===== config.mk =====
export PLATFORM = sky130hd
export DESIGN_NAME = frame_blender
export DESIGN_NICKNAME = d
export VERILOG_FILES = /design/src/blend_pkg.sv /design/src/layer_if.sv /design/src/frame_blender.sv /design/src/alpha_mixer.sv /design/src/layer_window.sv /design/src/raster_counter.sv
export SDC_FILE = /design/constraint.sdc
export NUM_CORES = 1
export LEC_CHECK = 0
export ABC_AREA = 1
export BUFFER_PORTS_ARGS = -buffer_cell sky130_fd_sc_hd__buf_2
export CAP_MARGIN = 15
export CORE_MARGIN = 5
export CORE_UTILIZATION = 30
export DETAILED_ROUTE_END_ITERATION = 6
export PLACE_DENSITY = 0.49
export SLEW_MARGIN = 20
export SYNTH_ARGS = -nofsm -noshare
export SYNTH_HDL_FRONTEND = slang
export SYNTH_SLANG_ARGS = --single-unit

===== constraint.sdc =====
create_clock -name clk -period 27.4 [get_ports clk]
set_clock_uncertainty 0.05 [all_clocks]
set_input_delay 5.48 -clock clk [delete_from_list [all_inputs] [get_ports clk]]
set_output_delay 5.48 -clock clk [all_outputs]
set_load 0.1 [all_outputs]

===== src/blend_pkg.sv =====
package blend_pkg;

	////////////////////
	// Raster geometry

	// Column coordinates and width values
	localparam int IMG_WBITS = 12;

	// Row coordinates and height values
	localparam int IMG_HBITS = 12;

	////////////////////
	// Pixel formats

	// Layer 0 is ARGB with alpha in the top byte
	localparam int BASE_WIDTH = 32;

	// Layers 1 and 2 carry a single grey level
	localparam int OVERLAY_WIDTH = 8;

	// Blended RGB on the output stream
	localparam int OUT_WIDTH = 24;

	////////////////////
	// Enumerations

	// Layer window FSM
	typedef enum logic {
		WIN_SEEK_SOF = 1'b0,
		WIN_STREAM   = 1'b1
	} win_state_e;

	// Which overlay wins where both windows cover the position
	typedef enum logic {
		ORDER_2_OVER_1 = 1'b0,
		ORDER_1_OVER_2 = 1'b1
	} layer_order_e;

endpackage

===== src/layer_if.sv =====
`timescale 1ns/1ns

interface layer_if #(
	parameter int PIXEL_WIDTH = 8
);

	// Raster position lies inside the layer window
	logic need;
	// Holding register has a pixel
	logic valid;
	logic [PIXEL_WIDTH-1:0] data;
	// Mixer consumes the current position this cycle
	logic next;

	modport source (
		output need,
		output valid,
		output data,
		input  next
	);

	modport sink (
		input  need,
		input  valid,
		input  data,
		output next
	);

endinterface


===== src/frame_blender.sv =====
`timescale 1ns/1ns

module frame_blender (
	input  logic clk,
	input  logic resetn,
	input  logic order_1over2,
	input  logic [blend_pkg::IMG_WBITS-1:0] out_width,
	input  logic [blend_pkg::IMG_HBITS-1:0] out_height,
	// Layer 0, ARGB base
	input  logic s0_tvalid,
	input  logic [blend_pkg::BASE_WIDTH-1:0] s0_tdata,
	input  logic s0_tuser,
	input  logic s0_tlast,
	output logic s0_tready,
	input  logic [blend_pkg::IMG_WBITS-1:0] s0_win_left,
	input  logic [blend_pkg::IMG_HBITS-1:0] s0_win_top,
	input  logic [blend_pkg::IMG_WBITS-1:0] s0_win_width,
	input  logic [blend_pkg::IMG_HBITS-1:0] s0_win_height,
	// Layer 1, grey overlay
	input  logic s1_tvalid,
	input  logic [blend_pkg::OVERLAY_WIDTH-1:0] s1_tdata,
	input  logic s1_tuser,
	input  logic s1_tlast,
	output logic s1_tready,
	input  logic [blend_pkg::IMG_WBITS-1:0] s1_win_left,
	input  logic [blend_pkg::IMG_HBITS-1:0] s1_win_top,
	input  logic [blend_pkg::IMG_WBITS-1:0] s1_win_width,
	input  logic [blend_pkg::IMG_HBITS-1:0] s1_win_height,
	// Layer 2, grey overlay
	input  logic s2_tvalid,
	input  logic [blend_pkg::OVERLAY_WIDTH-1:0] s2_tdata,
	input  logic s2_tuser,
	input  logic s2_tlast,
	output logic s2_tready,
	input  logic [blend_pkg::IMG_WBITS-1:0] s2_win_left,
	input  logic [blend_pkg::IMG_HBITS-1:0] s2_win_top,
	input  logic [blend_pkg::IMG_WBITS-1:0] s2_win_width,
	input  logic [blend_pkg::IMG_HBITS-1:0] s2_win_height,
	// Blended RGB out
	output logic m_tvalid,
	output logic [blend_pkg::OUT_WIDTH-1:0] m_tdata,
	output logic m_tuser,
	output logic m_tlast,
	input  logic m_tready
);

	logic [blend_pkg::IMG_WBITS-1:0] col_idx;
	logic [blend_pkg::IMG_HBITS-1:0] row_idx;
	logic frame_start;
	logic line_end;
	logic advance;

	layer_if #(.PIXEL_WIDTH(blend_pkg::BASE_WIDTH)) base_if ();
	layer_if #(.PIXEL_WIDTH(blend_pkg::OVERLAY_WIDTH)) ovl1_if ();
	layer_if #(.PIXEL_WIDTH(blend_pkg::OVERLAY_WIDTH)) ovl2_if ();

	raster_counter u_raster (
		.clk         (clk),
		.resetn      (resetn),
		.advance     (advance),
		.out_width   (out_width),
		.out_height  (out_height),
		.col_idx     (col_idx),
		.row_idx     (row_idx),
		.frame_start (frame_start),
		.line_end    (line_end)
	);

	////////////////////
	// Layer windows

	layer_window #(.PIXEL_WIDTH(blend_pkg::BASE_WIDTH)) u_win0 (
		.clk        (clk),
		.resetn     (resetn),
		.col_idx    (col_idx),
		.row_idx    (row_idx),
		.tvalid     (s0_tvalid),
		.tdata      (s0_tdata),
		.tuser      (s0_tuser),
		.tlast      (s0_tlast),
		.tready     (s0_tready),
		.win_left   (s0_win_left),
		.win_top    (s0_win_top),
		.win_width  (s0_win_width),
		.win_height (s0_win_height),
		.lyr        (base_if.source)
	);

	layer_window #(.PIXEL_WIDTH(blend_pkg::OVERLAY_WIDTH)) u_win1 (
		.clk        (clk),
		.resetn     (resetn),
		.col_idx    (col_idx),
		.row_idx    (row_idx),
		.tvalid     (s1_tvalid),
		.tdata      (s1_tdata),
		.tuser      (s1_tuser),
		.tlast      (s1_tlast),
		.tready     (s1_tready),
		.win_left   (s1_win_left),
		.win_top    (s1_win_top),
		.win_width  (s1_win_width),
		.win_height (s1_win_height),
		.lyr        (ovl1_if.source)
	);

	layer_window #(.PIXEL_WIDTH(blend_pkg::OVERLAY_WIDTH)) u_win2 (
		.clk        (clk),
		.resetn     (resetn),
		.col_idx    (col_idx),
		.row_idx    (row_idx),
		.tvalid     (s2_tvalid),
		.tdata      (s2_tdata),
		.tuser      (s2_tuser),
		.tlast      (s2_tlast),
		.tready     (s2_tready),
		.win_left   (s2_win_left),
		.win_top    (s2_win_top),
		.win_width  (s2_win_width),
		.win_height (s2_win_height),
		.lyr        (ovl2_if.source)
	);

	alpha_mixer u_mixer (
		.clk          (clk),
		.resetn       (resetn),
		.order_1over2 (order_1over2),
		.frame_start  (frame_start),
		.line_end     (line_end),
		.m_tready     (m_tready),
		.advance      (advance),
		.m_tvalid     (m_tvalid),
		.m_tdata      (m_tdata),
		.m_tuser      (m_tuser),
		.m_tlast      (m_tlast),
		.base         (base_if.sink),
		.ovl1         (ovl1_if.sink),
		.ovl2         (ovl2_if.sink)
	);

endmodule


===== src/alpha_mixer.sv =====
`timescale 1ns/1ns

module alpha_mixer (
	input  logic clk,
	input  logic resetn,
	input  logic order_1over2,
	input  logic frame_start,
	input  logic line_end,
	input  logic m_tready,
	output logic advance,
	output logic m_tvalid,
	output logic [blend_pkg::OUT_WIDTH-1:0] m_tdata,
	output logic m_tuser,
	output logic m_tlast,
	layer_if.sink base,
	layer_if.sink ovl1,
	layer_if.sink ovl2
);

	blend_pkg::layer_order_e order;
	logic gathered;
	logic ovl_any;
	logic [7:0] alpha;
	logic [blend_pkg::OVERLAY_WIDTH-1:0] grey;
	logic [blend_pkg::OUT_WIDTH-1:0] mixed;

	// c*(255-a) + g*a never exceeds 255*255
	function automatic logic [7:0] blend_channel(
		input logic [7:0] c,
		input logic [7:0] g,
		input logic [7:0] a
	);
		logic [15:0] sum;
		sum = c * (8'd255 - a) + g * a;
		return sum[15:8];
	endfunction

	////////////////////
	// Gather and advance

	assign gathered = (!base.need || base.valid)
		&& (!ovl1.need || ovl1.valid)
		&& (!ovl2.need || ovl2.valid);

	assign advance = gathered && (!m_tvalid || m_tready);

	assign base.next = advance;
	assign ovl1.next = advance;
	assign ovl2.next = advance;

	////////////////////
	// Blend

	assign order = order_1over2 ? blend_pkg::ORDER_1_OVER_2 : blend_pkg::ORDER_2_OVER_1;
	assign ovl_any = ovl1.need || ovl2.need;
	assign alpha = base.data[blend_pkg::BASE_WIDTH-1 -: 8];

	// Topmost covering overlay
	always_comb begin
		if (ovl1.need && ovl2.need)
			grey = (order == blend_pkg::ORDER_1_OVER_2) ? ovl1.data : ovl2.data;
		else if (ovl1.need)
			grey = ovl1.data;
		else
			grey = ovl2.data;
	end

	always_comb begin
		if (ovl_any) begin
			mixed[23:16] = blend_channel(base.data[23:16], grey, alpha);
			mixed[15:8] = blend_channel(base.data[15:8], grey, alpha);
			mixed[7:0] = blend_channel(base.data[7:0], grey, alpha);
		end else begin
			mixed = base.data[blend_pkg::OUT_WIDTH-1:0];
		end
	end

	////////////////////
	// Output stage

	always_ff @(posedge clk) begin
		if (!resetn) begin
			m_tvalid <= 1'b0;
			m_tuser <= 1'b0;
			m_tlast <= 1'b0;
		end else if (advance) begin
			m_tvalid <= 1'b1;
			m_tuser <= frame_start;
			m_tlast <= line_end;
		end else if (m_tready) begin
			m_tvalid <= 1'b0;
		end
	end

	always_ff @(posedge clk) begin
		if (advance)
			m_tdata <= mixed;
	end

endmodule


===== src/layer_window.sv =====
`timescale 1ns/1ns

module layer_window #(
	parameter int PIXEL_WIDTH = 8
) (
	input  logic clk,
	input  logic resetn,
	input  logic [blend_pkg::IMG_WBITS-1:0] col_idx,
	input  logic [blend_pkg::IMG_HBITS-1:0] row_idx,
	input  logic tvalid,
	input  logic [PIXEL_WIDTH-1:0] tdata,
	input  logic tuser,
	input  logic tlast,
	output logic tready,
	input  logic [blend_pkg::IMG_WBITS-1:0] win_left,
	input  logic [blend_pkg::IMG_HBITS-1:0] win_top,
	input  logic [blend_pkg::IMG_WBITS-1:0] win_width,
	input  logic [blend_pkg::IMG_HBITS-1:0] win_height,
	layer_if.source lyr
);

	blend_pkg::win_state_e state;
	logic running;
	logic full;
	logic held_sof;
	logic held_eol;
	logic [PIXEL_WIDTH-1:0] held_data;
	logic [blend_pkg::IMG_WBITS-1:0] col_off;
	logic [blend_pkg::IMG_HBITS-1:0] row_off;
	logic in_cols;
	logic in_rows;
	logic at_origin;
	logic at_right;
	logic consume;
	logic accept;
	logic slipped;

	////////////////////
	// Window hit test

	// Offsets wrap when left of or above the window, so check the lower bound too
	assign col_off = col_idx - win_left;
	assign row_off = row_idx - win_top;
	assign in_cols = (col_idx >= win_left) && (col_off < win_width);
	assign in_rows = (row_idx >= win_top) && (row_off < win_height);

	assign at_origin = (col_off == '0) && (row_off == '0);
	assign at_right = (col_off == win_width - 1'b1);

	assign lyr.need = in_cols && in_rows;

	////////////////////
	// Stream side

	assign consume = lyr.next && lyr.need;

	// Frame or line marker used away from where it belongs
	assign slipped = consume && ((held_sof && !at_origin) || (held_eol && !at_right));

	// Room when empty, or when the held pixel leaves this cycle
	assign tready = running && (!full || consume);
	assign accept = tvalid && tready;

	assign lyr.valid = full;
	assign lyr.data = held_data;

	always_ff @(posedge clk) begin
		if (!resetn) begin
			running <= 1'b0;
			state <= blend_pkg::WIN_SEEK_SOF;
			full <= 1'b0;
		end else begin
			running <= 1'b1;
			case (state)
				blend_pkg::WIN_SEEK_SOF: begin
					// Junk ahead of the first frame start is dropped
					if (accept && tuser) begin
						state <= blend_pkg::WIN_STREAM;
						full <= 1'b1;
					end
				end
				blend_pkg::WIN_STREAM: begin
					if (slipped) begin
						state <= blend_pkg::WIN_SEEK_SOF;
						full <= 1'b0;
					end else if (accept) begin
						full <= 1'b1;
					end else if (consume) begin
						full <= 1'b0;
					end
				end
				default: begin
					state <= blend_pkg::WIN_SEEK_SOF;
					full <= 1'b0;
				end
			endcase
		end
	end

	// Held pixel with its markers
	always_ff @(posedge clk) begin
		if (accept) begin
			held_data <= tdata;
			held_sof <= tuser;
			held_eol <= tlast;
		end
	end

endmodule


===== src/raster_counter.sv =====
`timescale 1ns/1ns

module raster_counter (
	input  logic clk,
	input  logic resetn,
	input  logic advance,
	input  logic [blend_pkg::IMG_WBITS-1:0] out_width,
	input  logic [blend_pkg::IMG_HBITS-1:0] out_height,
	output logic [blend_pkg::IMG_WBITS-1:0] col_idx,
	output logic [blend_pkg::IMG_HBITS-1:0] row_idx,
	output logic frame_start,
	output logic line_end
);

	logic [blend_pkg::IMG_WBITS-1:0] last_col;
	logic [blend_pkg::IMG_HBITS-1:0] last_row;

	assign last_col = out_width - 1'b1;
	assign last_row = out_height - 1'b1;

	// Position of the next output pixel
	always_ff @(posedge clk) begin
		if (!resetn) begin
			col_idx <= '0;
			row_idx <= '0;
		end else if (advance) begin
			if (col_idx != last_col) begin
				col_idx <= col_idx + 1'b1;
			end else begin
				col_idx <= '0;
				// Wrap to the top after the last row
				if (row_idx != last_row)
					row_idx <= row_idx + 1'b1;
				else
					row_idx <= '0;
			end
		end
	end

	assign frame_start = (col_idx == '0) && (row_idx == '0);
	assign line_end = (col_idx == last_col);

endmodule


==> run metrics <==
post-synthesis simple-gate area fraction=24.8%; multi-input combinational cell area=0.0153 mm2; Synth Area in XOR/XNOR=6.57%; critical path startpoint category=input pin; Rel. slew slack=30.6%; endpoints failing setup=0; Crit Path Max Fanout=10; Critical path origin=s1_win_left[2]; Mean Syn Cell Area=7.24 um2; Iter 0 DRT Violations=898; setup bufs post-CTS=0; first-pass GRT wire length=102,000 um; cts hold-fix bufs=0; post_cts resized=0; FP Rows=96; Reg clk slew, reported paths=0.09 ns; HP Start=u_mixer.m_tlast; cell mode on critical path=inv_1; final hold vios=0; TNS Setup=0 ns; wire per inst=15.6 um; Ports=259; crit end category=register; Die W=274 um; Slew @ Worst Pin=1.04 ns; Post-Synth Adder-Cell Area=34.6%; EDFF count, synth=78; Num CTS Buffers=9; Area Overhead vs Synth=12.9%; Synth Instances=2,885; prevailing post-synth register cell=edfxtp_1; Post-DP HPWL=52,600 um; WL final=63,300 um; main combinational cell family by area after synthesis=adder cells; pwr/cell area=72.7 mW/mm2; complex-gate fraction of the synthesized area=6.77%; die boundary height=274 um; RSZ-0062 raised after global routing=no; kind of critical path=input pin to register; Sequential Area=0.00302 mm2; drt pass-1 iters=7; VDD IR-drop max=83.3 uV; Yosys reg bits=112; Via Count=18,200; clock sink count=112; worst skew pair latency=0.41 ns; Detail Route Antenna Nets=0; vias in the first global route=18,800; initial antenna violation count=15; Total Power=1.72 mW; die area=0.0750 mm2; Final period util=58.0%; mux contribution to synthesized area=0.383%; Slew Viols, Final=0; gr ovfl total=0; Vias/cell=4.47; Final #Nets=3,817; post-synthesis sequential area ratio=14.5%; CTS tree=done; Max Clock Freq=62.9 MHz; largest net degree at the start of global routing=36; RR Startpoint=u_raster.col_idx[0]; status=completed; number of synthesis warnings=0; asr flop ratio synth=0%; share of layout cells above drive strength 1=11.5%; number of port buffers=258; Max-cap violations=0; Bufs on Longest Clock Path=2; Critical Path RT=27.47 ns; final period demand of the worst path=15.90 ns; post-synth net total=3,579; final weighted congestion in routability-driven placement=0.852; Worst EP arrival=15.98 ns; Crit-path slowest cell=fa_1; Initial Utilization=30.4%; drc violations=0; worst hold path type=register to register; core area=0.0688 mm2; fillers=7,551; Tot GR Track Use=17.2%; post-synth cell types=63; htree depth=3; Clock Tree Root=clkbuf_16; leakage power=12.7 nW; slowest stage delay, CP=0.55 ns; Mapped Area=0.0209 mm2
[final cells by class]
class | count | area share (%)
multi-input combinational | 2091 | 64.8
sequential | 112 | 12.8
inverter | 642 | 10.2
timing repair buffer | 267 | 5.76
tap | 931 | 4.94
clock buffer | 9 | 0.954
clock inverter | 7 | 0.424
antenna | 7 | 0.0742
[Yosys cell counts (all sizes together) (15+ instances only)]
master  number  area [um2]
o21bai      16         124
inv        639        2410
clkbuf      35         135
o21ai       65         329
fa         189        3780
nand2      631        2420
dfxtp       34         681
edfxtp      78        2340
nor2       347        1400
ha         276        3450
nand3      118         606
nor4        15         100
xnor2       49         429
xor2       107         945
a21oi      120         638
or2         16         103
nor3        26         135
nand4       41         263
[per-stage QoR]
step / cells / cell area (um2) / utilization (%) / worst slack [ns] / hold slack (ns)
global placement: 4043 / 23300 / 33.8 / 11.20 / 0.406
finish: 4066 / 23600 / 34.3 / 11.50 / 0.426
global route: 4063 / 23600 / 34.3 / 10.43 / 0.442
detailed placement: 4043 / 23300 / 33.8 / 11.08 / 0.408
floorplan: 2885 / 20900 / - / 12.33 / 0.384
CTS: 4059 / 23600 / 34.3 / 11.50 / 0.425
[kinds of logic (layout without fill, tap and decap cells)]
kind of cell | after synthesis | after routing
fa+ha+maj | 465 | 465
buf+inv | 682 | 925
compound gates | 246 | 246
mux | 8 | 8
flops | 112 | 112
other cells | 0 | 7
simple gates | 1216 | 1216
xor+xnor | 156 | 156
[power breakdown]
| part | switching [mW] | internal (mW) |
|---|---|---|
| Combinational | 0.818 | 0.549 |
| Clock | 0.0781 | 0.0751 |
| Sequential | 0.00762 | 0.189 |
| Total | 0.903 | 0.813 |
[metal layers]
metal  wire (um)  global-route usage [%]  vias to the layer above
li1            -                       -                     9433
met1       29400                    22.9                     8323
met2       29600                    29.4                      339
met3        2790                    2.84                       81
met4        1450                    4.33                       16
met5          98                       0                        -
[flip-flops by register name (all words and copies together) (netlist names), 8 cells and up]
name and count:
u_mixer.m_tdata 24, u_raster.col_idx 12, u_raster.row_idx 12, u_win0.lyr.data 32
u_win1.lyr.data 8, u_win2.lyr.data 8
[placed cells by master (no fill, tap or decap), types with 40 or more instances in the layout]
cell type  synthesis  routed
buf_2              2     258
fa_1             189     189
nand3_1          115     115
inv_1            624     623
edfxtp_1          78      78
a21oi_1          114     114
o21ai_0           55      55
nand2_1          621     621
ha_1             276     276
xor2_1           106     106
nand4_1           40      40
xnor2_1           49      49
nor2_1           327     327
[worst max-delay path, delay by kind of cell]
kind | cells | cell delay, ns
adders and majority gates | 12 | 4.94
and+or+nand+nor | 22 | 2.67
AOI/OAI and AO/OA | 9 | 1.64
buffers and inverters | 10 | 0.71
xor gates and xnor gates | 1 | 0.49
[worst paths after layout]
check	endpoint	slack, ns	depth (start not counted)
worst min-delay path	u_mixer.m_tlast	0.43	2
worst max-delay path	u_mixer.m_tdata[21]	11.50	54
worst min register to register	u_mixer.m_tlast	0.43	2
worst max register to register	u_mixer.m_tdata[21]	15.79	55
Power figures use the tool's default switching activity.
